## config.mk

```make
export PLATFORM = sky130hd
export DESIGN_NAME = sprite_file
export DESIGN_NICKNAME = d
export VERILOG_FILES = /design/src/common/ts_pkg.sv /design/src/hw/sprite_file.sv
export SDC_FILE = /design/constraint.sdc
export NUM_CORES = 2
export LEC_CHECK = 0
export BUFFER_PORTS_ARGS = -buffer_cell sky130_fd_sc_hd__clkbuf_2
export CORE_MARGIN = 4
export CORE_UTILIZATION = 52
export CTS_CLUSTER_SIZE = 25
export DETAILED_ROUTE_END_ITERATION = 16
export PLACE_DENSITY_LB_ADDON = 0.3
export SYNTH_ARGS = -nofsm -noshare
export SYNTH_HDL_FRONTEND = slang
export SYNTH_SLANG_ARGS = --single-unit
```

## constraint.sdc

```tcl
create_clock -name clk -period 2.1 [get_ports clk]
set_input_delay 0 -clock clk [delete_from_list [all_inputs] [get_ports clk]]
set_output_delay 0 -clock clk [all_outputs]
set_load 0.05 [all_outputs]
```

## src/common/ts_pkg.sv

```systemverilog
package ts_pkg;

	// screen X position or scroll offset
	typedef logic [8:0] xcoord_t;

	// bitmap line number
	typedef logic [8:0] bmline_t;

	// graphics page
	typedef logic [7:0] page_t;

	// word address within a bitmap line
	typedef logic [5:0] waddr_t;

	// object width code, width is (code + 1) * 8 pixels
	typedef logic [2:0] xsize_t;

	// renderer palette select
	typedef logic [3:0] pal_t;

	// tile number
	typedef logic [11:0] tnum_t;

	// sprite file address
	typedef logic [7:0] sreg_t;

	// one-hot layer vector
	// order: spr0, tile0, spr1, tile1, spr2
	typedef logic [4:0] layer_t;

	// last descriptor word, descriptors sit at 0, 3, ... 252
	localparam sreg_t SPR_LAST_REG = 8'd254;

	// tsconf bits
	localparam int TCONF_S_EN = 7;
	localparam int TCONF_T1_EN = 6;
	localparam int TCONF_T0_EN = 5;
	localparam int TCONF_T1Z_EN = 3;
	localparam int TCONF_T0Z_EN = 2;

	// layer select bit inside the tilemap read address
	localparam int TMB_LAYER_BIT = 0;

endpackage

```

## src/hw/sprite_file.sv

```systemverilog
`timescale 1ns/1ps

module sprite_file (
	input logic clk,
	input ts_pkg::sreg_t wr_addr,
	input logic [15:0] wr_data,
	input logic we,
	input ts_pkg::sreg_t rd_addr,
	output logic [15:0] rd_data
);

	// three words per sprite, 85 sprites
	logic [15:0] mem [256];

	// host side
	always_ff @(posedge clk)
	begin
		if (we)
			mem[wr_addr] <= wr_data;
	end

	// walker side, one cycle latency
	always_ff @(posedge clk)
	begin
		rd_data <= mem[rd_addr];
	end

endmodule

```

== Word-level counts from Yosys, hierarchy flattened ==
Memories as Yosys holds them, arrays and structs flattened. A register that Yosys moved wholly into a read port is not among the register bits.
Cells that the tools add are included.

* Mux-type cells: 2

{| class="wikitable"
|+ Operator list
! cell !! count
|-
| 2-to-1 mux 1 bit || 2
|}

* Flip-flop bits (word level): 0
* Bits in writable memories: 4096
* Bits of input ports: 34
* Memories kept: 1

{| class="wikitable"
|+ Memories
! memory !! depth !! width !! rd ports !! clocked after Yosys merged registers in !! write ports !! RTL line !! text
|-
| mem || 256 || 16 || 1 || 1 || 1 || sprite_file.sv:13 || <nowiki>logic [15:0] mem [256];</nowiki>
|}

== Logic depth before layout (Yosys ltp) ==
* Depth after elaboration: 2
* Depth in mapped cells: 12
* Mapped depth without buffers: 6

== Least setup slack after synthesis ==
OpenSTA, ideal clock, no wires.

* Kind: input to register
* Start: input port wr_addr[3]
* End: memory mem[235][0] (enable)
* Setup time: 0.388 ns
* Arrival: 1.777 ns
* Required time: 1.712 ns
* Slack: -0.065 ns
* Stages on the path: 6
* Path through: clkbuf_1 -> nor2b_1 -> clkbuf_1 -> nand4_1 -> clkbuf_1 -> nor2_1

{| class="wikitable"
|+ RTL lines
! item !! RTL line !! text
|-
| from (decl) || sprite_file.sv:5 || <nowiki>input ts_pkg::sreg_t wr_addr,</nowiki>
|-
| to (decl) || sprite_file.sv:13 ||
|}

No word-level cell before the write port.

==> flow_metrics.env <==
export IMPL_hold_viol=0
export IMPL_crit_required_ns=2.91
export IMPL_clock_pin_slew_on_the_worst_setup_and_hold_paths_ns=0.06
export IMPL_grt_overflow=0
export IMPL_syn_num_nets=7394
export IMPL_hp_class="input port to register"
export IMPL_area_growth_pct=17.8
export IMPL_first_global_vias=80900
export IMPL_startpoint_class_of_the_critical_path="register"
export IMPL_cts_root_buf="clkbuf_16"
export IMPL_design_area_um2=187000
export IMPL_synth_most_common_cell="edfxtp_1"
export IMPL_floorplan_io_pins=50
export IMPL_synth_top_cells_by_area="edfxtp_1 (77%), mux4_2 (11%), mux2i_1 (3.6%), o221ai_1 (1.4%), nor2_1 (0.72%)"
export IMPL_most_used_dff_post_synth="edfxtp_1"
export IMPL_postSynthRegisterBits=4112
export IMPL_synth_warnings=0
export IMPL_total_net_switching_power_w=0.0369
export IMPL_grt_pass1_wl_mm=606
export IMPL_syn_instance_count=7360
export IMPL_post_route_cells_drive_above_1_share=0.303
export IMPL_seq_power_share=0.527
export IMPL_vias=82200
export IMPL_tritoncts_buffer_count=403
export IMPL_power_density_nw_per_um2=920
export IMPL_core_area_um2=303000
export IMPL_slowest_stage="mux4_2"
export IMPL_final_routed_wire_length_divided_by_cell_count_um=33.3
export IMPL_place_gp_congestion=0.924
export IMPL_max_cap_violations=0
export IMPL_post_synth_top_area_cell="edfxtp_1"
export IMPL_synthesis_area_per_instance_um2=21.6
export IMPL_worst_ir_drop_vdd_v=0.000810
export IMPL_comb_power_share=0.058
export IMPL_grt_util_all_layers=0.268
export IMPL_fin_crit_sh=1.24
export IMPL_die_w_um=560
export IMPL_critical_path_most_common_cell="mux4_2"
export IMPL_initialDrtViolationCount=11600
export IMPL_post_cts_setup_buffer_count=0
export IMPL_ctsHtreeMaxLevel=5
export IMPL_worstPathArrival_ns=3.43
export IMPL_cp_capture_type="register"
export IMPL_design_die_area_um2=314000
export IMPL_grt_max_degree=117
export IMPL_unrepaired_setup_endpoints_after_global_routing="yes"
export IMPL_failed_checks="antenna rules, setup timing"
export IMPL_cts_tree="yes"
export IMPL_synth_top_cells_by_count="edfxtp_1 (4096), mux4_2 (797), mux2i_1 (565)"
export IMPL_synthDistinctLibCells=52
export IMPL_relSlewSlack=0.295
export IMPL_clock_sink_count=4112
export IMPL_antenna_left=1
export IMPL_nets=8418
export IMPL_antenna_found_initial=18
export IMPL_worst_hold_slack_ns=0.0775
export IMPL_post_route_min_period_ns=2.61
export IMPL_timing_worst_slew_pin_value_ns=1.06
export IMPL_outcome="finished with violations"
export IMPL_report_power_total_w=0.172
export IMPL_total_leakage_power_nw=60.6
export IMPL_final_setup_skew_ns=0.0519
export IMPL_start_util=0.523
export IMPL_post_route_drc_count=0
export IMPL_critPathMaxFanout=1
export IMPL_share_of_synthesized_area_occupied_by_flip_flops_and_latches=0.777
export IMPL_fin_ws_ns=-0.511
export IMPL_wirelength_mm=424
export IMPL_detail_route_first_pass_iterations=7
export IMPL_drv_slew=0
export IMPL_finalSetupViolCount=16
export IMPL_fmax_mhz=383
export IMPL_crit_path_cell_trace="mux4_2 -> mux4_2 -> a22o_4 -> o32ai_4 -> buf_4 -> nor4_1"
export IMPL_rows=202
export IMPL_net_sw_frac=0.215
export IMPL_timing_critical_path_slowest_cell_delay_ns=0.54
export IMPL_clk_path_buf_depth=4
export IMPL_dp_hpwl_mm=265
export IMPL_placement_io_buffers=49
export IMPL_synthArstFlopShare=0
export IMPL_die_h_um=560
export IMPL_fin_util=0.616
export IMPL_synth_top_cell_area_share=0.775
export IMPL_timing_setup_critical_path_class="register to register"
export IMPL_per_cell_via_count_in_the_routed_design=6.46
export IMPL_cell_internal_pwr_w=0.135
export IMPL_power_clock_fraction=0.415
export IMPL_cell_area_synth_um2=159000
export IMPL_postPlaceCellArea_um2=173000
export IMPL_synth_edff_count=4096
export IMPL_worst_skew_pair_late_latency_ns=0.96
cells by family after synthesis:
logic type             Yosys count  synth area share
DFF                           4112             0.777
muxes                         1450             0.155
AOI/OAI and AO/OA              786            0.0354
and+or+nand+nor                556            0.0157
buffers and inverters          456            0.0169
metrics by stage:
stage / cells / worst slack, ns / setup TNS, ns
final: 12700 / -0.511 / -4.81
after global routing: 12700 / -0.488 / -4.95
after CTS: 12700 / -0.575 / -4.85
after floorplan: 7360 / -0.0650 / -78.68
after global placement: 11900 / -1.97 / -19.70
after detailed placement: 11900 / -1.79 / -19.17
worst max-delay path: cells and delay by family (launching register included):
family | cells | cell delay, ns
mux | 2 | 1.06
simple gates | 1 | 0.04
buf+inv | 1 | 0.19
compound gates | 2 | 0.81
flops | 1 | 0.38
what timing repair did:
action	4_1_cts	5_1_grt
setup endpoints to repair	16	16
hold endpoints to repair	4617	0
pin swaps	28	24
cloned	0	1
gates resized for setup	109	46
hold buffers	30	0
power by group through the flow:
stage	registers (W)	clock network, W	logic, W
2_1_floorplan	0.0925	0	0.00446
3_3_place_gp	0.0924	0	0.00936
3_5_place_dp	0.0924	0	0.00954
4_1_cts	0.0906	0.0722	0.00983
5_1_grt	0.0906	0.0759	0.0103
6_report	0.0906	0.0714	0.00998
cell usage in the layout, fill, tap and decap left out, types with 13 or more instances in the layout:
master         count
o21ai_0           35
o221ai_1         252
nand4_1           26
clkbuf_2          28
mux2_2            75
bufinv_16         40
a22o_1            14
a22oi_2           14
dfxtp_1           16
buf_6             16
buf_8             17
nand3_1           25
a211oi_1          18
nor2_2            23
clkbuf_16        408
nor3_1            90
a21oi_1          175
a22o_4            16
nor4_2            14
edfxtp_1        4096
buf_4            692
clkinv_1          85
clkinv_2          80
nor2_1           281
buf_12           286
clkinvlp_4        17
o22ai_1          148
mux2_4            13
a221oi_1          17
mux4_2           797
clkbuf_1          86
a22oi_1           29
mux2i_1          565
diode_2           17
nand2_1           27
dlygate4sd3_1     30
worst paths after layout:
kind,start,to,slack (ns),depth (start not counted)
hold / removal,wr_data[14],mem[95][14],0.08,2
hold reg to reg,mem[71][2],rd_data[2],1.06,5
setup reg to reg,mem[58][6],rd_data[6],-0.51,6
setup / recovery,mem[58][6],rd_data[6],-0.51,6
per-layer routing:
layer,up-vias,GRT usage,share of wire
li1,33400,-,-
met5,-,0,0.0000024
met2,4679,0.420,0.48
met3,660,0.0507,0.10
met4,2,0.0935,0.040
met1,43500,0.383,0.38
layout make-up:
cell class / count / area [um2]
Clock buffer: 499 / 10600
Multi-Input combinational cell: 2792 / 33700
Antenna cell: 17 / 42.5
Tap cell: 3978 / 4980
Timing Repair Buffer: 1071 / 11800
Fill cell: 20300 / 116000
Inverter: 4 / 27.5
Clock inverter: 248 / 2470
Sequential cell: 4112 / 123000
registers in the layout, indices dropped and copies added (netlist names):
| name | count |
|---|---|
| rd_data | 16 |
| mem | 4096 |
Power figures use the tool's default switching activity.
