`src/common/ts_pkg.sv`:
```
package ts_pkg;

	// screen X position or scroll offset
	typedef logic [8:0] xcoord_t;

	// bitmap line number
	typedef logic [8:0] bmline_t;

	// graphics page
	typedef logic [7:0] page_t;

	// word address within a bitmap line
	typedef logic [5:0] waddr_t;

	// object width code, width is (code + 1) * 8 pixels
	typedef logic [2:0] xsize_t;

	// renderer palette select
	typedef logic [3:0] pal_t;

	// tile number
	typedef logic [11:0] tnum_t;

	// sprite file address
	typedef logic [7:0] sreg_t;

	// one-hot layer vector
	// order: spr0, tile0, spr1, tile1, spr2
	typedef logic [4:0] layer_t;

	// last descriptor word, descriptors sit at 0, 3, ... 252
	localparam sreg_t SPR_LAST_REG = 8'd254;

	// tsconf bits
	localparam int TCONF_S_EN = 7;
	localparam int TCONF_T1_EN = 6;
	localparam int TCONF_T0_EN = 5;
	localparam int TCONF_T1Z_EN = 3;
	localparam int TCONF_T0Z_EN = 2;

	// layer select bit inside the tilemap read address
	localparam int TMB_LAYER_BIT = 0;

endpackage

```
`src/tiles/ts_tile_walker.sv`:
```
`timescale 1ns/1ps

module ts_tile_walker (
	input logic clk,
	input logic rst,
	input logic start,
	input logic [1:0] grant,
	input logic take,
	input ts_pkg::xcoord_t line,
	input logic [5:0] num_tiles,
	input ts_pkg::xcoord_t t0x_offs,
	input ts_pkg::xcoord_t t1x_offs,
	input logic [2:0] t0y_offs,
	input logic [2:0] t1y_offs,
	input ts_pkg::page_t t0gpage,
	input ts_pkg::page_t t1gpage,
	input logic [1:0] t0_palsel,
	input logic [1:0] t1_palsel,
	input logic [1:0] z_en,
	input logic [15:0] tmb_rdata,
	output logic [8:0] tmb_raddr,
	output logic task_valid,
	output logic [1:0] layer_end,
	output ts_pkg::waddr_t t_addr,
	output ts_pkg::bmline_t t_line,
	output ts_pkg::page_t t_page,
	output ts_pkg::xcoord_t t_x,
	output logic t_xf,
	output ts_pkg::pal_t t_pal
);

	logic run;
	logic sel;
	logic [5:0] tx;
	logic [5:0] tpos;
	ts_pkg::xcoord_t x_offs;
	logic [2:0] y_offs;
	ts_pkg::xcoord_t t_row;
	ts_pkg::tnum_t tnum;
	logic t_act;
	logic t_end;
	logic t_next;

	assign run = |grant;
	// layer 1 when its grant is up, layer 0 otherwise
	assign sel = grant[1];

	assign x_offs = sel ? t1x_offs : t0x_offs;
	assign y_offs = sel ? t1y_offs : t0y_offs;
	assign t_row = line + {6'd0, y_offs};

	// tilemap position follows the coarse scroll
	assign tpos = x_offs[8:3] + tx;

	always_comb
	begin
		tmb_raddr = {t_row[4:3], tpos, 1'b0};
		tmb_raddr[ts_pkg::TMB_LAYER_BIT] = sel;
	end

	// entry fields
	assign tnum = tmb_rdata[11:0];
	assign t_act = (tnum != '0) || z_en[sel];

	// columns 0 .. num_tiles-1 are drawn
	assign t_end = run && (tx == num_tiles);
	assign t_next = run && !t_end && (!t_act || take);

	assign task_valid = run && !t_end && t_act;
	assign layer_end = t_end ? grant : 2'b00;

	always_ff @(posedge clk)
	begin
		if (rst)
			tx <= '0;
		else if (start || t_end)
			// next layer starts again from screen column 0
			tx <= '0;
		else if (t_next)
			tx <= tx + 6'd1;
	end

	// task fields
	assign t_line = {tnum[11:6], t_row[2:0] ^ {3{tmb_rdata[15]}}};
	assign t_addr = tnum[5:0];
	assign t_x = {tx, 3'b000} - {6'd0, x_offs[2:0]};
	assign t_xf = tmb_rdata[14];
	assign t_pal = {sel ? t1_palsel : t0_palsel, tmb_rdata[13:12]};
	assign t_page = sel ? t1gpage : t0gpage;

endmodule

```
`config.mk`:
```
export PLATFORM = sky130hd
export DESIGN_NAME = ts_tile_walker
export DESIGN_NICKNAME = d
export VERILOG_FILES = /design/src/common/ts_pkg.sv /design/src/tiles/ts_tile_walker.sv
export SDC_FILE = /design/constraint.sdc
export NUM_CORES = 1
export LEC_CHECK = 0
export ABC_CLOCK_PERIOD_IN_PS = 4200
export BUFFER_PORTS_ARGS = -buffer_cell sky130_fd_sc_hd__buf_2
export CORE_ASPECT_RATIO = 0.7
export CORE_MARGIN = 4
export CORE_UTILIZATION = 36
export DETAILED_ROUTE_END_ITERATION = 10
export PLACE_DENSITY_LB_ADDON = 0.12
export SYNTH_ARGS = -nofsm -noshare
export SYNTH_HDL_FRONTEND = slang
export SYNTH_SLANG_ARGS = --single-unit
```
`constraint.sdc`:
```
create_clock -name clk -period 4.2 [get_ports clk]
set_input_delay 0.84 -clock clk [delete_from_list [all_inputs] [get_ports clk]]
set_output_delay 0.84 -clock clk [all_outputs]
set_load 0.02 [all_outputs]
```
Word level (Yosys, flattened, before mapping)
Index checks and enable logic that the tools add are counted.
{ "totals": {"register_bits": 6, "in_bits": 83} }
{ "classes": {"n_addsub": 4, "n_lt_le_gt_ge": 1, "eq_ne": 1, "mux": 7, "n_bitwise": 1, "reduce_logical": 12} }
{ "op_table": {"columns": ["op", "count"], "rows": [
  ["12-bit nonzero test", 1],
  ["9-bit two-way mux", 1],
  ["9-bit by 3-bit subtractor with 9-bit output", 1],
  ["8-bit two-way mux", 1],
  ["6-bit by 1-bit adder with 6-bit output, second input constant", 1],
  ["6-bit adder", 1],
  ["6-bit equality test", 1],
  ["5-bit by 3-bit adder with 5-bit output", 1],
  ["1-bit logical AND", 4],
  ["2-bit two-way mux", 2],
  ["2-bit OR reduction", 2],
  ["1-bit logical OR", 3],
  ["3-bit two-way mux", 1],
  ["3-bit bitwise XOR", 1],
  ["1-bit logical NOT", 2],
  ["1-bit by 2-bit less-than comparator with 1-bit output, second input constant", 1],
  ["1-bit two-way mux", 2]
]} }

Depth between registers and ports, before layout
Gate-level depths: netlist (run 1).
{ "depth": {"word_depth": 6, "depth_mapped": 8} }

Least setup slack after synthesis (run 1)
Ideal clock, no wire load.
{ "synth_timing": {"kind": "input-to-output", "startpoint": "input port grant[1]", "endpoint": "output port tmb_raddr[6]", "arrival_ns": 3.096, "required_ns": 3.360, "setup_slack_ns": 0.264, "stages": 8, "path_cell_list": "clkbuf_1 > clkbuf_1 > mux2_2 > ha_1 > a21o_1 > a21oi_1 > o21ai_0 > xnor2_1"} }
{ "synth_via": {"elab_chain_cells": 2} }
{ "synth_rtl": {"columns": ["item", "line", "text"], "rows": [
  ["start, declared", "ts_tile_walker.sv:7", "input logic [1:0] grant,"],
  ["9-bit two-way mux", "ts_tile_walker.sv:48", "assign x_offs = sel ? t1x_offs : t0x_offs;"],
  ["6-bit adder", "ts_tile_walker.sv:53", "assign tpos = x_offs[8:3] + tx;"],
  ["end, declared", "ts_tile_walker.sv:21", "output logic [8:0] tmb_raddr,"]
]} }
No other way between the ends.

Worst setup path after layout (run 1)
{ "layout_timing": {"startpoint": "input port grant[1]", "endpoint": "output port tmb_raddr[5]"} }
The elaborated chain is that of the path after synthesis.

==> results of run 1 <==
==> report_power, final <==
part / internal [mW] / switching, mW
Sequential: 0.0580 / 0.00146
Combinational: 0.0971 / 0.120
Clock: 0.0616 / 0.0249
Total: 0.217 / 0.146
==> cell type report <==
type | instances | share of cell area (%)
clock buffer | 3 | 2.197
inverter | 8 | 1.598
multi-input combinational | 115 | 54.06
sequential | 6 | 6.391
tap | 47 | 3.129
timing repair buffer | 122 | 32.62
==> final timing paths <==
path | start | endpoint | slack [ns] | cells past startpoint
max | grant[1] | tmb_raddr[5] | 0.67 | 8
min | tx[5]$_SDFFE_PP0P_ | tx[5]$_SDFFE_PP0P_ | 0.63 | 3
max reg2reg | tx[1]$_SDFFE_PP0P_ | tx[1]$_SDFFE_PP0P_ | 2.25 | 5
min reg2reg | tx[5]$_SDFFE_PP0P_ | tx[5]$_SDFFE_PP0P_ | 0.63 | 3
==> through the flow <==
stage               hold slack (ns)  utilization, %  setup slack (ns)
floorplan                    0.5748               -            0.2636
global placement             0.6311           55.39            0.6477
detailed placement           0.6335           55.39            0.6498
CTS                          0.6386           56.64            0.6494
global route                 0.6893           56.64            0.4612
finish                       0.6300           56.64            0.6708
==> logic make-up (layout without fill, tap and decap cells) <==
kind of cell | Yosys count | count (layout) | synth area share (%)
buf+inv | 29 | 133 | 12.94
simple gates | 28 | 28 | 12.37
xor+xnor | 25 | 25 | 16.78
compound gates | 24 | 24 | 12.75
mux | 24 | 24 | 21.38
fa+ha+maj | 14 | 14 | 14.57
flops | 6 | 6 | 9.205
==> metal layers <==
| metal | GRT usage, % | vias up |
|---|---|---|
| li1 | - | 718 |
| met1 | 20.19 | 595 |
| met2 | 24.06 | 40 |
| met3 | 4.587 | 2 |
| met4 | 2.169 | 0 |
| met5 | 0 | - |
==> placed cells by master (no fill, tap or decap), types with 4 or more instances in the layout <==
master and instances:
a21o_1 7, a21oi_1 9, and3_1 5, buf_2 121
dfxtp_1 6, ha_1 12, inv_1 8, mux2_2 18
mux2i_1 5, nand2_1 4, nor2_1 5, xnor2_1 15
xor2_1 10
==> worst max-delay path, cell delays in order <==
cell and delay (ns):
buf_2 0.23, mux2_2 0.37, ha_1 0.21, fa_1 0.40, a21o_1 0.17, a21oi_1 0.16, xnor2_1 0.13, buf_2 0.18
==> cells in the mapped netlist (2+ instances only) <==
cell type	n	area [um^2]
clkbuf_1	5	18.77
nor3_1	3	15.01
o21ai_0	3	15.01
a21oi_1	9	45.04
inv_1	8	30.03
xnor2_1	15	131.4
nand2_1	4	15.01
nand3_1	3	15.01
mux2i_1	5	50.05
dfxtp_1	6	120.1
nor2_1	5	18.77
buf_4	16	120.1
a21o_1	7	52.55
and3_1	5	31.28
fa_1	2	40.04
xor2_1	10	87.58
or4_1	2	15.01
mux2_2	18	202.7
ha_1	12	150.1
==> impl_metrics.toml, run 1 <==
[run_status]
status = "completed"

[critical_path]
crit_path_start_kind = "input pin"
endpoint_kind = "output pin"
critPathMaxFanout = 10
path_class = "in -> out"
critical_path_arrival_ns = 2.69
required_ns = 3.36

[timing]
period_share_pct = 84.03
fin_tns_setup_ns = 0
clock_skew_ns = 0.0009436
relSlewSlack_pct = 61.10
fin_crit_ns = 3.529
hold_viol_final = 0
tightest_slew_ns = 0.5787
slew_viol_final = 0
rsz0062_at_grt = "false"
setup_viol = 0
fmax_mhz = 283.4

[layout]
reg_top3 = "tx x6"
largest_reg_flops = 6
nets = 353
regMostFlops = "tx"
fillCellCount = 346
final_cells = 301
n_antenna_cell = 0
multi_input_area_um2 = 1016
layout-drive-gt1-share_pct = 58.27
seqCellArea_um2 = 120.1
final_area_um2 = 1879
area_delta_synth_final_pct = 44.01

[clock_tree]
cts_tree = "built"
cts.path.max_buffers = 2
cts_max_level = 1
cts_setup_buffers = 0
cts-root-buf = "clkbuf_8"
cts-resized-gates = 0
ctsHoldBuffers = 0
clock-sinks = 6
clk_latency_ns = 0.22
clkSlewWorstSetupHoldPaths_ns = 0.04
numCtsBuffers = 3

[worst_hold_path]
min_path_type = "reg -> reg"

[yosys]
synth-edff-count = 0
ys_seq_elements = 6
syn-num-nets = 247
synth.distinct_cells = 31
seq_area_frac_synth_pct = 9.204
syn_area_per_cell_um2 = 8.700
async_flop_share_pct = 0
syn-instance-count = 150
synthFlopType = "dfxtp_1"
synth_warnings = 0
syn_area_um2 = 1305

[placed_design]
dp_hpwl_um = 3420
place_area_um2 = 1838
port_buffers = 121
place_inst = 298
gp_congestion = 0.7160

[floorplan]
die_w_um = 79.96
die_area_um2 = 4668
coreArea_um2 = 3318
die_y_um = 58.38
placementRows = 17
ios = 132
start_util_pct = 39.33

[grt]
antenna_found_initial = 0
grt_pass1_vias = 1261
grt_max_degree = 20
grt_use_total_pct = 14.93
globalRouteOverflowTotal = 0
grt_pass1_wl_um = 5678

[detailed_routing]
routedWlPerCell_um = 12.49
drtAntennaViolNets = 0
wirelength_um = 3760
met1Wirelength_um = 1638
num_vias = 1355
first_pass_iters = 4
highest_layer = "met4"
wl_met3_um = 285
route.met2.wl_um = 1827
drt-initial-drc-count = 57
via_per_inst = 4.502
remaining_drc_errors = 0

[pwr]
p_total_uw = 362.5
p_leak_nw = 1.021
p_per_area_nw_per_um2 = 192.9
ir_drop_mv = 0.1582

[job]
maxCapViolations = 0
(Power assumes the default switching activity.)
==> run 2: changes to the inputs <==
--- a/config.mk
+++ b/config.mk
@@ -5,7 +5,7 @@
 export SDC_FILE = /design/constraint.sdc
 export NUM_CORES = 1
 export LEC_CHECK = 0
-export ABC_CLOCK_PERIOD_IN_PS = 4200
+export ABC_CLOCK_PERIOD_IN_PS = 3360
 export BUFFER_PORTS_ARGS = -buffer_cell sky130_fd_sc_hd__buf_2
 export CORE_ASPECT_RATIO = 0.7
 export CORE_MARGIN = 4
==> constraint.sdc (replaced) <==
create_clock -name clk -period 3.36 [get_ports clk]
set_input_delay 0.672 -clock clk [delete_from_list [all_inputs] [get_ports clk]]
set_output_delay 0.672 -clock clk [all_outputs]
set_load 0.02 [all_outputs]
==> run 2 against run 1 <==
Net effect:
- power increased by 26%
- register-to-register slack got worse by 0.90 ns
- cell area increased by 1.0%
- sequential power increased by 25%
- critical path type unchanged
- critical endpoint unchanged
- largest cell class unchanged
- largest power group unchanged
==> impl_metrics.toml, run 2 (synthesized netlist as in run 1, its figures left out) <==
[run_status]
status = "completed"

[timing]
hold_viol_final = 0
period_share_pct = 96.03
fin_crit_ns = 3.226
setup_viol = 0
fin_tns_setup_ns = 0
tightest_slew_ns = 0.5922
slew_viol_final = 0
relSlewSlack_pct = 60.19
clock_skew_ns = 0.0008208
fmax_mhz = 309.9
rsz0062_at_grt = "false"

[critical_path]
critPathMaxFanout = 10
path_class = "in -> out"
critPathMaxStageDelay_ns = 0.41
endpoint_kind = "output pin"
required_ns = 2.69
crit_path_start_kind = "input pin"
slowest_stage = "fa_1"
cpMostUsedCell = "buf_2"
critical_path_arrival_ns = 2.55
path_cells = "buf_2 > mux2_2 > ha_1 > fa_1 > a21o_1 > a21oi_1 > xnor2_1 > buf_2"

[floorplan]
ios = 132
die_w_um = 79.96
coreArea_um2 = 3318
die_y_um = 58.38
placementRows = 17
die_area_um2 = 4668
start_util_pct = 39.33

[detailed_routing]
remaining_drc_errors = 0
drt-initial-drc-count = 36
wirelength_um = 3779
via_per_inst = 4.454
num_vias = 1345
first_pass_iters = 4
routedWlPerCell_um = 12.51
drtAntennaViolNets = 0

[grt]
grt_pass1_vias = 1244
globalRouteOverflowTotal = 0
grt_max_degree = 20
grt_use_total_pct = 14.93
antenna_found_initial = 0
grt_pass1_wl_um = 5664

[placed_design]
dp_hpwl_um = 3392
gp_congestion = 0.7280
place_inst = 299
port_buffers = 121

[layout]
n_antenna_cell = 0
final_common_cell = "buf_2"
regMostFlops = "tx"
nets = 354
layout_common_cells = "121 x buf_2, 18 x mux2_2, 14 x xnor2_1"
layout-drive-gt1-share_pct = 58.82
final_cells = 302
area_delta_synth_final_pct = 45.45
largest_reg_flops = 6
reg_top3 = "tx x6"

[pwr]
p_per_area_nw_per_um2 = 240.1
ir_drop_mv = 0.1960
p_leak_nw = 1.032

[clock_tree]
cts-root-buf = "clkbuf_8"
cts_max_level = 1
cts.path.max_buffers = 2
cts_tree = "built"
clkSlewWorstSetupHoldPaths_ns = 0.04
numCtsBuffers = 3
clk_latency_ns = 0.22
clock-sinks = 6
ctsHoldBuffers = 0

[worst_hold_path]
min_path_type = "reg -> reg"

[job]
maxCapViolations = 0
[run 2: path summary, 6_finish.rpt]
check,to,slack [ns],startpoint,cells after the start
hold reg to reg,tx[5]$_SDFFE_PP0P_,0.61,tx[5]$_SDFFE_PP0P_,3
setup reg to reg,tx[1]$_SDFFE_PP0P_,1.35,tx[1]$_SDFFE_PP0P_,5
hold / removal,tx[5]$_SDFFE_PP0P_,0.61,tx[5]$_SDFFE_PP0P_,3
setup / recovery,tmb_raddr[5],0.13,grant[1],8
[run 2: power breakdown]
part           internal [mW]  switching, mW  total (mW)
combinational          0.124          0.150       0.274
clock                 0.0769         0.0307       0.108
sequential            0.0725        0.00193      0.0744
[run 2: layout make-up]
type                       count  area (um^2)
tap                           47        58.81
inverter                       8        30.03
multi-input combinational    115         1023
clock buffer                   3        41.29
sequential                     6        120.1
fill                         329         1420
timing repair buffer         123        624.3
[run 2: repair_timing]
action                     CTS  global route
setup buffers                0             0
resized for setup            0             1
setup endpoints to repair    0             1
[run 2: critical path: cells and delay by family]
kind / cells / cell delay (ns)
mux: 1 / 0.37
compound gates: 2 / 0.34
xor+xnor: 1 / 0.13
buf+inv: 2 / 0.42
fa+ha+maj: 2 / 0.61
[run 2: through the flow]
stage          cell area, um^2  power, mW  util [%]  worst slack [ns]  hold WS, ns
2_1_floorplan             1315     0.2617         -           0.05558       0.5748
3_3_place_gp              1853     0.3489     55.84            0.1514       0.6194
3_5_place_dp              1853     0.3515     55.84            0.1276       0.6139
4_1_cts                   1894     0.4612     57.09            0.1272       0.6190
5_1_grt                   1898     0.4897     57.20           0.03989       0.6654
6_report                  1898     0.4557     57.20            0.1335       0.6100
[run 2: metal layers]
metal / track usage, % / part of all wire, %
met1: 20.26 / 43
met4: 2.410 / 0.61
met2: 24.06 / 49
met5: 0 / 0
met3: 4.281 / 7.5
==> run 3: changes to the inputs <==
--- a/config.mk
+++ b/config.mk
@@ -11,7 +11,9 @@
 export CORE_MARGIN = 4
 export CORE_UTILIZATION = 36
 export DETAILED_ROUTE_END_ITERATION = 10
+export GPL_ROUTABILITY_DRIVEN = 0
 export PLACE_DENSITY_LB_ADDON = 0.12
+export REMOVE_ABC_BUFFERS = 1
 export SYNTH_ARGS = -nofsm -noshare
 export SYNTH_HDL_FRONTEND = slang
 export SYNTH_SLANG_ARGS = --single-unit
==> run 3 against run 2 <==
Net effect:
- critical path depth unchanged
- global-route usage is 0.28 points higher
- critical endpoint unchanged
- cell count is the same
==> impl_metrics.toml, run 3 (synthesized netlist as in run 1, its figures left out) <==
[run_status]
status = "completed"

[floorplan]
die_w_um = 79.96
placementRows = 17
coreArea_um2 = 3318
die_area_um2 = 4668
start_util_pct = 39.33
die_y_um = 58.38
ios = 132

[clock_tree]
clk_latency_ns = 0.22
cts.path.max_buffers = 2
cts_setup_buffers = 0
cts-resized-gates = 0
cts_max_level = 1
ctsHoldBuffers = 0
cts_tree = "built"
clkSlewWorstSetupHoldPaths_ns = 0.04
numCtsBuffers = 3
cts-root-buf = "clkbuf_8"
clock-sinks = 6

[detailed_routing]
num_vias = 1389
via_per_inst = 4.599
drt-initial-drc-count = 33
first_pass_iters = 4
remaining_drc_errors = 0
wirelength_um = 3783
drtAntennaViolNets = 0
routedWlPerCell_um = 12.53

[job]
maxCapViolations = 0

[critical_path]
path_cells = "buf_2 > mux2_2 > ha_1 > fa_1 > a21o_1 > a21oi_1 > xnor2_1 > buf_2"
worstSetupEndpoint = "tmb_raddr[5]"
cp-startpoint = "grant[1]"
critPathMaxFanout = 7
rrSetupSlack_ns = 1.43
critPathMaxStageDelay_ns = 0.40
crit_path_start_kind = "input pin"
cpMostUsedCell = "buf_2"
endpoint_kind = "output pin"
slowest_stage = "fa_1"
critical_path_arrival_ns = 2.47
reg2reg_depth = 5
reg2reg_to = "tx[1]$_SDFFE_PP0P_"
r2r_start = "tx[1]$_SDFFE_PP0P_"
path_class = "in -> out"
required_ns = 2.69

[placed_design]
place_inst = 299
dp_hpwl_um = 3388
port_buffers = 121

[timing]
fin_tns_setup_ns = 0
setup_viol = 0
rsz0062_at_grt = "false"
fin_crit_ns = 3.145
hold_viol_final = 0
period_share_pct = 93.61
slew_viol_final = 0
tightest_slew_ns = 0.5475
clock_skew_ns = 0.001789
fmax_mhz = 318.0
relSlewSlack_pct = 63.19

[layout]
layout-drive-gt1-share_pct = 58.43
layout_common_cells = "121 x buf_2, 18 x mux2_2, 15 x xnor2_1"
nets = 354
final_cells = 302
final_util_pct = 56.86
area_delta_synth_final_pct = 44.58
largest_reg_flops = 6
regMostFlops = "tx"
reg_top3 = "tx x6"
final_common_cell = "buf_2"
n_antenna_cell = 0

[pwr]
p_per_area_nw_per_um2 = 240.1
ir_drop_mv = 0.1155
p_leak_nw = 1.026

[grt]
grt_pass1_wl_um = 5906
antenna_found_initial = 0
grt_use_total_pct = 15.21
globalRouteOverflowTotal = 0
grt_pass1_vias = 1315
grt_max_degree = 20

[worst_hold_path]
min_path_type = "reg -> reg"
run 3: cell count changes in the layout (fill, tap and decap cells not counted):
cell / change
buf_4: +1
buf_6: -1
xnor2_1: +1
xnor2_2: -1
run 3: critical path: cells and delay by family:
family,cells,cell delay [ns]
adder cells (fa/ha/maj),2,0.61
buffers and inverters,2,0.36
multiplexers,1,0.36
AO/OA/AOI/OAI,2,0.33
XOR/XNOR,1,0.13
run 3: power by group:
part	switching, mW	internal, mW
clock	0.0296	0.0769
combinational	0.150	0.122
sequential	0.00192	0.0724
total	0.181	0.272
run 3: worst min path at each step:
stage                    endpoint  cells past startpoint                from  slack [ns]
6_report       tx[5]$_SDFFE_PP0P_                      3  tx[5]$_SDFFE_PP0P_        0.63
5_1_grt        tx[1]$_SDFFE_PP0P_                      2  tx[1]$_SDFFE_PP0P_        0.71
4_1_cts        tx[5]$_SDFFE_PP0P_                      3  tx[5]$_SDFFE_PP0P_        0.63
3_5_place_dp   tx[5]$_SDFFE_PP0P_                      3  tx[5]$_SDFFE_PP0P_        0.62
3_3_place_gp   tx[5]$_SDFFE_PP0P_                      3  tx[5]$_SDFFE_PP0P_        0.61
2_1_floorplan  tx[5]$_SDFFE_PP0P_                      3  tx[5]$_SDFFE_PP0P_        0.57
run 3: per-layer routing:
| layer | vias to the layer above | GRT usage, % | wire (um) |
|---|---|---|---|
| met4 | 0 | 0.7229 | 0 |
| met2 | 66 | 27.00 | 1835 |
| met5 | - | 0 | 0 |
| met3 | 0 | 3.670 | 383 |
| met1 | 602 | 19.78 | 1564 |
| li1 | 721 | - | - |
run 3: layout make-up:
type	instances	area, um^2
Timing Repair Buffer	123	620.6
Sequential cell	6	120.1
Clock buffer	3	41.29
Fill cell	336	1431
Tap cell	47	58.81
Multi-Input combinational cell	115	1016
Inverter	8	30.03
run 3: through the flow:
step	total power, mW	hold slack [ns]	cell area [um^2]	worst slack, ns
2_1_floorplan	0.2275	0.5748	1166	0.5181
3_5_place_dp	0.3512	0.6242	1846	0.1941
5_1_grt	0.4857	0.7100	1887	0.04803
4_1_cts	0.4596	0.6287	1887	0.1885
6_report	0.4531	0.6281	1887	0.2149
3_3_place_gp	0.3477	0.6102	1846	0.1994
