$ cat src/common/ts_pkg.sv
package ts_pkg;

	// screen X position or scroll offset
	typedef logic [8:0] xcoord_t;

	// bitmap line number
	typedef logic [8:0] bmline_t;

	// graphics page
	typedef logic [7:0] page_t;

	// word address within a bitmap line
	typedef logic [5:0] waddr_t;

	// object width code, width is (code + 1) * 8 pixels
	typedef logic [2:0] xsize_t;

	// renderer palette select
	typedef logic [3:0] pal_t;

	// tile number
	typedef logic [11:0] tnum_t;

	// sprite file address
	typedef logic [7:0] sreg_t;

	// one-hot layer vector
	// order: spr0, tile0, spr1, tile1, spr2
	typedef logic [4:0] layer_t;

	// last descriptor word, descriptors sit at 0, 3, ... 252
	localparam sreg_t SPR_LAST_REG = 8'd254;

	// tsconf bits
	localparam int TCONF_S_EN = 7;
	localparam int TCONF_T1_EN = 6;
	localparam int TCONF_T0_EN = 5;
	localparam int TCONF_T1Z_EN = 3;
	localparam int TCONF_T0Z_EN = 2;

	// layer select bit inside the tilemap read address
	localparam int TMB_LAYER_BIT = 0;

endpackage

$ cat src/sprites/ts_sprite_walker.sv
`timescale 1ns/1ps

module ts_sprite_walker (
	input logic clk,
	input logic rst,
	input logic start,
	input logic [2:0] grant,
	input logic take,
	input ts_pkg::xcoord_t line,
	input ts_pkg::page_t sgpage,
	output ts_pkg::sreg_t sf_raddr,
	input logic [15:0] sf_rdata,
	output logic task_valid,
	output logic [2:0] layer_end,
	output ts_pkg::waddr_t s_addr,
	output ts_pkg::bmline_t s_line,
	output ts_pkg::page_t s_page,
	output ts_pkg::xcoord_t s_x,
	output ts_pkg::xsize_t s_xs,
	output logic s_xf,
	output ts_pkg::pal_t s_pal
);

	logic run;
	// one-hot word ring: word 0, 1, 2
	logic [2:0] sf_valid;
	ts_pkg::sreg_t sreg;

	logic [8:0] s_dy;
	logic [5:0] s_ymax;
	logic [5:0] s_off;
	logic s_visible;
	logic spr_skip;
	logic w0_go;
	logic w1_go;
	logic w2_go;
	logic step;
	logic leap_end;
	logic last_spr;

	// latched descriptor fields
	logic [5:0] off_r;
	logic leap_r;
	ts_pkg::xcoord_t x_r;
	ts_pkg::xsize_t xs_r;
	logic xf_r;

	assign run = |grant;

	// word 0: Y check, wraps so sprites above the line fail too
	assign s_dy = line - sf_rdata[8:0];
	assign s_ymax = {sf_rdata[11:9], 3'b111};
	assign s_visible = s_dy <= {3'b000, s_ymax};
	// mirrored row offset for Y flip
	assign s_off = sf_rdata[15] ? (s_ymax - s_dy[5:0]) : s_dy[5:0];

	assign spr_skip = run && sf_valid[0] && !(s_visible && sf_rdata[13]);
	assign w0_go = run && sf_valid[0] && s_visible && sf_rdata[13];
	assign w1_go = run && sf_valid[1];
	assign w2_go = take && sf_valid[2];
	assign step = w0_go || w1_go || w2_go;

	// a sprite is finished by a skip or by its taken task
	assign leap_end = (spr_skip && sf_rdata[14]) || (w2_go && leap_r);
	assign last_spr = (spr_skip && (sreg == ts_pkg::SPR_LAST_REG - 8'd2)) ||
		(w2_go && (sreg == ts_pkg::SPR_LAST_REG));
	assign layer_end = (leap_end ? grant : 3'b000) | {3{last_spr}};

	// read address runs ahead so rd_data always shows word sreg
	always_comb
	begin
		if (start)
			sf_raddr = '0;
		else if (spr_skip)
			sf_raddr = sreg + 8'd3;
		else if (step)
			sf_raddr = sreg + 8'd1;
		else
			sf_raddr = sreg;
	end

	always_ff @(posedge clk)
	begin
		if (rst)
		begin
			sreg <= '0;
			sf_valid <= 3'b000;
		end
		else
		begin
			sreg <= sf_raddr;
			if (start)
				sf_valid <= 3'b001;
			else if (last_spr)
				// table exhausted, idle until the next line
				sf_valid <= 3'b000;
			else if (step)
				sf_valid <= {sf_valid[1:0], sf_valid[2]};
		end
	end

	always_ff @(posedge clk)
	begin
		if (w0_go)
		begin
			off_r <= s_off;
			leap_r <= sf_rdata[14];
		end
		if (w1_go)
		begin
			x_r <= sf_rdata[8:0];
			xs_r <= sf_rdata[11:9];
			xf_r <= sf_rdata[15];
		end
	end

	// word 2 is still on the RAM output while the task waits
	assign task_valid = sf_valid[2];
	assign s_addr = sf_rdata[5:0];
	assign s_line = {sf_rdata[11:6], 3'b000} + {3'b000, off_r};
	assign s_pal = sf_rdata[15:12];
	assign s_page = sgpage;
	assign s_x = x_r;
	assign s_xs = xs_r;
	assign s_xf = xf_r;

endmodule

$ cat config.mk
export PLATFORM = sky130hd
export DESIGN_NAME = ts_sprite_walker
export DESIGN_NICKNAME = d
export VERILOG_FILES = /design/src/common/ts_pkg.sv /design/src/sprites/ts_sprite_walker.sv
export SDC_FILE = /design/constraint.sdc
export NUM_CORES = 1
export LEC_CHECK = 0
export BUFFER_PORTS_ARGS = -buffer_cell sky130_fd_sc_hd__buf_2
export CORE_AREA = 5 5 102 104
export DETAILED_ROUTE_END_ITERATION = 10
export DIE_AREA = 0 0 107 109
export PLACE_DENSITY = 0.5
export SYNTH_ARGS = -nofsm -noshare
export SYNTH_HDL_FRONTEND = slang
export SYNTH_SLANG_ARGS = --single-unit
$ cat constraint.sdc
create_clock -name clk -period 7 [get_ports clk]
set_input_delay 1.05 -clock clk [delete_from_list [all_inputs] [get_ports clk]]
set_output_delay 1.05 -clock clk [all_outputs]
set_load 0.01 [all_outputs]
; Yosys cells after proc, flatten, opt, wreduce, memory -nomap -nowiden
; Cells that the tools add are included.
[totals]
mem_bits_rw = 0
rom_bits = 0
word_cells = 44
latch_bits = 0
n_memories = 0
output_inout_bits = 52
register_bits = 31
input_bits = 40
[op_classes]
n_shift = 0
n_lt_le_gt_ge = 1
n_reduce_logical = 19
bitwise_logic = 1
add_sub_neg = 5
n_eq_ne = 2
n_div = 0
multipliers = 0
mux = 8
[ops]
columns = cell, count
row1 = $mux 8, 3
row2 = $eq 8x8->1 const B, 2
row3 = $logic_and 1x1->1, 11
row4 = $add 9x6->9, 1
row5 = $le 9x6->1, 1
row6 = $sub 9x9->9, 1
row7 = $add 8x1->8 const B, 1
row8 = $add 8x2->8 const B, 1
row9 = $mux 6, 1
row10 = $reduce_or 3->1, 2
row11 = $sub 6x6->6, 1
row12 = $logic_or 1x1->1, 4
row13 = $mux 1, 3
row14 = $mux 3, 1
row15 = $or 3x3->3, 1
row16 = $reduce_bool 3->1, 1
row17 = $logic_not 1->1, 1

; Logic depth before layout (Yosys ltp)
; Gate-level depths: netlist of run 1.
[logic_depth]
word_depth = 9
mapped_depth = 16
mapped_depth_nobuf = 16

; Worst setup path after synthesis of run 1
; Ideal clock, no wire load.
[synth_timing]
kind = input -> output
start = in line[0]
end = out sf_raddr[6]
path_slack_ps = 2030
path_buffers = 0
cell_stages = 16
required_ps = 5950
arrival_ps = 3920
path_cell_list = inv_1 > ha_1 > fa_1 > nor2b_1 > o21ai_0 > nand2b_1 > xnor2_1 > inv_1 > ha_1 > a21o_1 > a21oi_1 > a41o_1 > o221ai_2 > o31a_1 > a21boi_2 > mux2_1
[synth_between]
elab_chain_cells = 9
word_cells_on_any_way = 12
cone_classes = add/sub: 1 / order compare: 1 / mux: 3 / reduce/logical: 7
[synth_rtl]
columns = element, line_no
row1 = from (decl), ts_sprite_walker.sv:9  ; input ts_pkg::xcoord_t line,
row2 = $sub 9x9->9 *, ts_sprite_walker.sv:51  ; assign s_dy = line - sf_rdata[8:0];
row3 = $le 9x6->1 *, ts_sprite_walker.sv:53  ; assign s_visible = s_dy <= {3'b000, s_ymax};
row4 = $logic_and 1x1->1 (2 in a row), ts_sprite_walker.sv:58  ; assign w0_go = run && sf_valid[0] && s_visible && sf_rdata[13];
row5 = $logic_or 1x1->1 (2 in a row), ts_sprite_walker.sv:61  ; assign step = w0_go || w1_go || w2_go;
row6 = $mux 8, ts_sprite_walker.sv:76  ; else if (step)
row7 = $mux 8 *, ts_sprite_walker.sv:74  ; else if (spr_skip)
row8 = $mux 8 *, ts_sprite_walker.sv:72  ; if (start)
row9 = to (decl), ts_sprite_walker.sv:11  ; output ts_pkg::sreg_t sf_raddr,
; Mark *: on every way between the ends. The rest lies on a longest branch, timed or not.

; Worst setup path in the final report of run 1
; Ends and elaborated chain as after synthesis.

==> results of run 1 <==
==> worst reg2reg max path, delay by kind of cell (launching register included) <==
kind / cells / cell delay, ps
and+or+nand+nor: 1 / 400
AOI/OAI and AO/OA: 6 / 1490
DFF: 1 / 380
==> area by class of cell <==
class                      count  area, um^2  area share
sequential                    31       820.8      0.3033
multi-input combinational    163        1200      0.4434
timing repair buffer          73       365.4      0.1350
inverter                      26       97.59     0.03606
clock inverter                 2       7.507    0.002774
tap                          114       142.6     0.05270
clock buffer                   6       72.57     0.02681
==> placed cells by master (no fill, tap or decap), types with 2 or more instances in the layout <==
cell type,netlist,routed
ha_1,19,19
a21o_1,6,6
nand2b_1,3,3
fa_1,3,3
or3_1,4,4
nor3_1,8,8
o21ai_0,12,12
a21oi_1,13,13
clkinv_1,0,2
inv_1,26,26
nand2_1,11,11
a31oi_1,2,2
mux2_1,2,2
dfxtp_1,11,11
o31ai_1,2,2
o31a_1,4,4
mux2i_1,4,4
nand3_1,6,6
nor2_1,18,18
o21ai_1,2,2
xor2_1,2,2
edfxtp_1,20,20
clkbuf_8,0,5
xnor2_1,13,13
buf_2,0,73
o211ai_1,3,3
or2_2,2,2
o21a_1,2,2
nor2b_1,6,6
==> routing by layer <==
| layer | global-route usage | vias up | routed length [um] |
|---|---|---|---|
| met4 | 0.03196 | 0 | 76 |
| li1 | - | 947 | - |
| met2 | 0.1484 | 49 | 2499 |
| met1 | 0.1288 | 842 | 2777 |
| met5 | 0 | - | 0 |
| met3 | 0.01717 | 8 | 279 |
==> worst paths after layout <==
check,from,to,cells after the start
worst min register to register,sreg[4]$_SDFF_PP0_,sreg[4]$_SDFF_PP0_,2
worst max-delay path,line[0],sf_raddr[6],18
worst min-delay path,sreg[4]$_SDFF_PP0_,sreg[4]$_SDFF_PP0_,2
worst max register to register,sf_valid[1]$_SDFFE_PP0N_,sreg[7]$_SDFF_PP0_,7
==> report_power, final <==
group	internal [mW]	switching [mW]	total, mW
combinational	0.0489	0.0659	0.115
sequential	0.198	0.00136	0.200
clock	0.0678	0.0696	0.137
==> metrics by stage <==
step / utilization / worst slack (ps)
after floorplan: - / 2030
after global placement: 0.2776 / 1627
after detailed placement: 0.2776 / 1511
after CTS: 0.2861 / 1493
after global routing: 0.2861 / 1259
final: 0.2861 / 1539
==> state kept, by name, indices dropped and copies added (netlist names) <==
register  flops
leap_r        1
off_r         6
s_x           9
s_xf          1
s_xs          3
sf_valid      3
sreg          8
==> kinds of logic (layout without fill, tap and decap cells) <==
family	after synthesis	count (layout)
AND/OR/NAND/NOR	62	62
AO/OA/AOI/OAI	57	57
buffers and inverters	50	107
flip-flops	31	31
adder cells (fa/ha/maj)	22	22
XOR/XNOR	15	15
multiplexers	7	7
==> key figures, run 1 <==
Power and ir drop
  • Total power after layout: between 0.4 and 0.5 mW
  • Power density over cell area: roughly 170 mW/mm^2
  • Worst vdd rail ir drop: about 0.05 mV
  • Leakage dissipation: around 1.2 nW

Routing
  • Vias per std cell: 4.448
  • DR iter-0 viols: 70
  • Initial DRT Pass Iterations: 4
  • Post-detailed-route count of antenna-violating nets: 0
  • Routed wirelength normalized by instance count: 13.57 um
  • Number of vias after detailed routing: about 1800
  • Drc violations: 0
  • Total detailed-routing wirelength: around 5.6 mm

STA
  • Pin slew with the least headroom to its limit: just over 800 ps
  • Final critical delay including setup and external delays: between 5000 and 6000 ps
  • Final worst clock skew: 4.562 ps
  • Share of the cycle needed by the critical path after routing: 0.7802
  • Pins over their slew limit: 0
  • Final setup TNS: 0 ps
  • Total of endpoints with negative setup slack in the final report: 0
  • Final count of hold timing violations: 0
  • Worst slack on hold paths: approximately 510 ps
  • Maximum clock rate: approximately 180 MHz
  • Rel. slew slack: 0.4493
  • Unrepaired setup endpoints after global routing: false

Logic synthesis
  • Synth Register Bits: 31
  • Leading post-synthesis cells by instance count: 26 x inv_1, 21 x buf_4, 20 x edfxtp_1, 19 x ha_1, 18 x nor2_1
  • Gate Count Post-Synth: between 200 and 250
  • Most area-consuming cells after synthesis: edfxtp_1 26%, ha_1 10%, dfxtp_1 9.6%
  • Post-synthesis area per instance: 9.374 um^2
  • Library cell occupying the most area in the post-synthesis netlist: edfxtp_1
  • Fraction of synthesized cell area taken by the top area cell type: 0.2626
  • Xor/xnor share of the synthesized area: 0.05744
  • Part of the Yosys area used for sequential elements: 0.3589
  • Most used flip-flop cell after synthesis: edfxtp_1
  • Synthesis warning total: 0
  • Netlist cell types: 44
  • Cell with the most instances after synthesis: inv_1
  • Largest family of logic cells by synthesized area: compound AO/OA/AOI/OAI gates
  • Async set-or-reset flop fraction in the synthesized netlist: 0
  • Fraction of the mapped netlist area in compound gates: 0.1707
  • Post-Synth Adder-Cell Area: 0.1302
  • Fraction of the mapped netlist area in simple logic gates: 0.1340
  • Number of enable flip-flop cells after synthesis: 20
  • Syn_nets: 306
  • Cell area after synthesis: approximately 0.0023 mm^2
  • Multiplexer share of the synthesized area: 0.03228

CTS
  • Clock buffers created by TritonCTS: 5
  • Number of gates resized after CTS: 0
  • Post-CTS setup buffers: 0
  • CTS tree: done
  • H-tree Lvls: 2
  • Buffers from clock root to sink, at most: 2
  • Clk sink count: 31
  • Insertion delay to the later sink of the worst-skew pair: 280 ps
  • Root buf cell: clkbuf_8
  • Number of hold buffers added after CTS: 0
  • Clock-pin slew reported for the worst setup and hold paths after clock tree synthesis: around 70 ps

Worst setup path
  • Arrival time of data at the critical path endpoint: 4410 ps
  • Worst path top cell family by delay: compound AO/OA/AOI/OAI gates
  • Critical path endpoint category: output pin
  • Worst Path Class, Setup: in -> out
  • Slowest Stage Delay on Critical Path: around 400 ps
  • Number of buffer and inverter instances along the worst setup path: 4
  • Register-to-register setup slack: between 4000 and 5000 ps
  • Worst-path fanout max: 9
  • Startpoint class of the critical path: input pin
  • Worst path cell trace: buf_2, inv_1, ha_1, fa_1, nor2b_1, o21ai_0, nand2b_1, xnor2_1, inv_1, ha_1, a21o_1, a21oi_1, a41o_1, o221ai_2, o31a_1, a21boi_2, mux2_1, buf_2
  • Slowest cell on the critical path: fa_1
  • Req. time, crit path: 5950 ps

Placed design
  • Placed cells: around 400
  • Count of input and output buffers: between 70 and 80
  • Placed wire-length estimate after detailed placement: 4.505 mm
  • RD Place Congestion: ~0.8
  • Cell area reported after detailed placement: between 0.002 and 0.003 mm^2

Global routing
  • Pin count of the biggest net entering global routing: 17
  • Initial antenna violation count: 0
  • Number of global-route vias before repair: roughly 1800
  • All-layer global routing usage: 0.09372
  • Sum of overflow across all layers after global routing: 0
  • Global-route wire length before repair: approximately 8.7 mm

Status
  • Status: finished, final reports clean

Run
  • Count of maximum capacitance violations: 0

Floorplanning
  • Die boundary width: approximately 110 um
  • Die Footprint: ~0.012 mm^2
  • Core area: 0.009459 mm^2
  • Vertical extent of the die: roughly 110 um
  • Number of placement rows: 36
  • Starting utilization of the core area: 0.2418
  • IO Pins: 92

Finish
  • Final cell count without fillers: around 420
  • Layout cell share with drive strength beyond 1: 0.2824
  • Diodes inserted: 0
  • Area grow syn2layout: 18.33%
  • Cell area after layout: roughly 0.0027 mm^2
  • Total Nets Final: 362
  • Count of filler cells inserted in the layout: around 1000

Worst hold path
  • Classification of the worst-slack hold path: reg -> reg
No activity file was read; power rests on OpenSTA's default activity.
==> run 2, diff against run 1 <==
--- a/config.mk
+++ b/config.mk
@@ -9,7 +9,7 @@
 export CORE_AREA = 5 5 102 104
 export DETAILED_ROUTE_END_ITERATION = 10
 export DIE_AREA = 0 0 107 109
-export PLACE_DENSITY = 0.5
+export PLACE_DENSITY = 0.52
 export SYNTH_ARGS = -nofsm -noshare
 export SYNTH_HDL_FRONTEND = slang
 export SYNTH_SLANG_ARGS = --single-unit
==> constraint.sdc (replaced) <==
create_clock -name clk -period 4.69 [get_ports clk]
set_input_delay 0.7035 -clock clk [delete_from_list [all_inputs] [get_ports clk]]
set_output_delay 0.7035 -clock clk [all_outputs]
set_load 0.01 [all_outputs]
==> key figures, run 2 (synthesized netlist as in run 1, its figures left out) <==
Status
  • Status: finished, final reports clean (unchanged)

Finish
  • Cell area after layout: 0.002831 mm^2 (was 0.002706 mm^2)
  • Leading cell type in the layout, fill and taps excluded: buf_2 (unchanged)
  • Area grow syn2layout: 23.80% (was 18.33%)
  • Most used cells in the layout excluding fill and tap cells: 73 x buf_2, 26 x inv_1, 20 x edfxtp_1, 18 x nor2_1, 17 x ha_1 (was 73 x buf_2, 26 x inv_1, 20 x edfxtp_1, 19 x ha_1, 18 x nor2_1)
  • Total Nets Final: 369 (was 362)
  • Flip-flop count of the largest register after layout: 9 (unchanged)
  • Diodes inserted: 0 (unchanged)
  • Layout cell share with drive strength beyond 1: 0.3377 (was 0.2824)

Worst hold path
  • Classification of the worst-slack hold path: reg -> reg (unchanged)
  • Endpoint, Worst Hold: sreg[4]$_SDFF_PP0_ (unchanged)
  • Worst hold path cell count: 2 (unchanged)
  • Critical hold path startpoint: sreg[4]$_SDFF_PP0_ (unchanged)

Worst setup path
  • Req. time, crit path: 3990 ps (was 5950 ps)
  • Arrival time of data at the critical path endpoint: 3770 ps (was 4410 ps)
  • Worst Path Class, Setup: in -> out (unchanged)
  • RR Startpoint: sf_valid[1]$_SDFFE_PP0N_ (unchanged)
  • Startpoint class of the critical path: input pin (unchanged)
  • Critical path endpoint category: output pin (unchanged)
  • Number of cell instances on the worst register-to-register path: 9 (was 7)
  • Worst path cell trace: buf_2, inv_1, ha_1, nor2b_1, o31a_1, o21a_1, nor2_1, xnor2_1, ha_1, a21oi_2, a41o_1, o221ai_4, o31a_1, a21oi_2, mux2_4, buf_2 (was buf_2, inv_1, ha_1, fa_1, nor2b_1, o21ai_0, nand2b_1, xnor2_1, inv_1, ha_1, a21o_1, a21oi_1, a41o_1, o221ai_2, o31a_1, a21boi_2, mux2_1, buf_2)
  • Start point of the critical path: sf_rdata[1] (was line[0])
  • Capturing point of the worst reg2reg path: sreg[7]$_SDFF_PP0_ (unchanged)
  • Slowest Stage Delay on Critical Path: 330 ps (was 400 ps)
  • Worst-path fanout max: 5 (was 9)
  • Slowest cell on the critical path: ha_1 (was fa_1)
  • Register-to-register setup slack: 2570 ps (was 4660 ps)

Global routing
  • Initial antenna violation count: 1 (was 0)
  • Number of global-route vias before repair: 1915 (was 1754)
  • Pin count of the biggest net entering global routing: 17 (unchanged)
  • All-layer global routing usage: 0.09861 (was 0.09372)
  • Global-route wire length before repair: 9.087 mm (was 8.673 mm)
  • Sum of overflow across all layers after global routing: 0 (unchanged)

CTS
  • Clock-pin slew reported for the worst setup and hold paths after clock tree synthesis: 70 ps (about the same)
  • Insertion delay to the later sink of the worst-skew pair: 290 ps (was 280 ps)
  • CTS tree: done (unchanged)
  • Root buf cell: clkbuf_8 (unchanged)
  • H-tree Lvls: 2 (unchanged)
  • Clock buffers created by TritonCTS: 5 (unchanged)
  • Buffers from clock root to sink, at most: 2 (unchanged)
  • Clk sink count: 31 (unchanged)
  • Number of hold buffers added after CTS: 0 (unchanged)

Floorplanning
  • IO Pins: 92 (unchanged)
  • Die Footprint: 0.01166 mm^2 (unchanged)
  • Core area: 0.009459 mm^2 (unchanged)
  • Number of placement rows: 36 (unchanged)
  • Die boundary width: 107 um (unchanged)
  • Starting utilization of the core area: 0.2418 (unchanged)
  • Vertical extent of the die: 109 um (unchanged)

Routing
  • Sum of met2 wire segment lengths after detailed routing: 2.700 mm (was 2.499 mm)
  • Post-detailed-route count of antenna-violating nets: 0 (unchanged)
  • Top layer used by detailed routing: met5 (was met4)
  • Met3 Routed Length: 297 um (was 279 um)
  • DR iter-0 viols: 48 (was 70)
  • Number of vias after detailed routing: 1944 (was 1846)
  • Vias per std cell: 4.607 (was 4.448)
  • Total detailed-routing wirelength: 5.840 mm (was 5.633 mm)
  • Drc violations: 0 (unchanged)
  • Met1 wire length: 2.748 mm (was 2.777 mm)
  • Routed wirelength normalized by instance count: 13.84 um (was 13.57 um)
  • Initial DRT Pass Iterations: 4 (unchanged)

STA
  • Final critical delay including setup and external delays: between 4000 and 5000 ps
  • Pins over their slew limit: 0 (unchanged)
  • Share of the cycle needed by the critical path after routing: 0.9535
  • Pin slew with the least headroom to its limit: 673.9 ps (was 826.1 ps)
  • Total of endpoints with negative setup slack in the final report: 0 (unchanged)
  • Final setup TNS: 0 ps (unchanged)
  • Rel. slew slack: 0.5475 (was 0.4493)
  • Unrepaired setup endpoints after global routing: false (unchanged)
  • Maximum clock rate: 223.6 MHz
  • Final count of hold timing violations: 0 (unchanged)
  • Final worst clock skew: 8.470 ps (was 4.562 ps)

Placed design
  • Count of input and output buffers: 73 (unchanged)
  • Cell area reported after detailed placement: 0.002664 mm^2 (was 0.002626 mm^2)
  • RD Place Congestion: 0.7469 (was 0.7843)
  • Placed wire-length estimate after detailed placement: 4.650 mm (was 4.505 mm)

Power and ir drop
  • Leakage dissipation: 1.230 nW (was 1.180 nW)
  • Total power after layout: 0.7130 mW (was 0.4521 mW)
  • Power density over cell area: 251.8 mW/mm^2 (was 167.0 mW/mm^2)
  • Worst vdd rail ir drop: 0.08098 mV (was 0.05033 mV)

Run
  • Count of maximum capacitance violations: 0 (unchanged)
run 2: through the flow:
step,util,setup WS [ps],cells,hold slack [ps]
final,0.2993,218.1,422,511.1
after global placement,0.2816,143.4,412,495.5
after CTS,0.2913,22.80,420,518.0
after detailed placement,0.2816,35.41,412,500.4
after floorplan,-,412.9,244,465.2
after global routing,0.2993,16.68,422,558.0
run 2: layout make-up:
type	instances	area [um^2]
flip-flops and latches	31	820.8
multi-input cells	163	1261
clock buffers	7	86.33
inverters	26	97.59
well taps	114	142.6
fillers	1008	6628
clock inverters	1	5.005
repair buffers	80	417.9
run 2: worst max path at each step:
stage	slack [ps]	end
2_1_floorplan	410	sf_raddr[6]
3_3_place_gp	140	sf_raddr[6]
3_5_place_dp	40	sf_raddr[4]
4_1_cts	20	sf_raddr[4]
5_1_grt	20	sf_raddr[4]
6_report	220	sf_raddr[4]
run 2: metal layers:
| metal | global-route usage | vias to the layer above |
|---|---|---|
| met1 | 0.1251 | 910 |
| met5 | 0 | - |
| met3 | 0.01835 | 10 |
| met4 | 0.04018 | 2 |
| met2 | 0.1655 | 56 |
| li1 | - | 966 |
run 2: worst max-delay path, delay by kind of cell:
kind                     cells  cell delay [ps]
XOR/XNOR                     1              170
AO/OA/AOI/OAI                7             1420
adder cells (fa/ha/maj)      2              580
buffers and inverters        3              320
AND/OR/NAND/NOR              2              250
multiplexers                 1              320
run 2: where the power goes:
group | leakage, nW | internal [mW] | switching [mW]
Clock | 0.0482 | 0.118 | 0.109
Sequential | 0.269 | 0.296 | 0.00208
Combinational | 0.913 | 0.0833 | 0.104
Total | 1.23 | 0.498 | 0.215
run 2: timing repair:
item,4_1_cts,5_1_grt
gates resized for setup,0,14
endpoints found under the setup margin,0,10
setup buffers,0,2
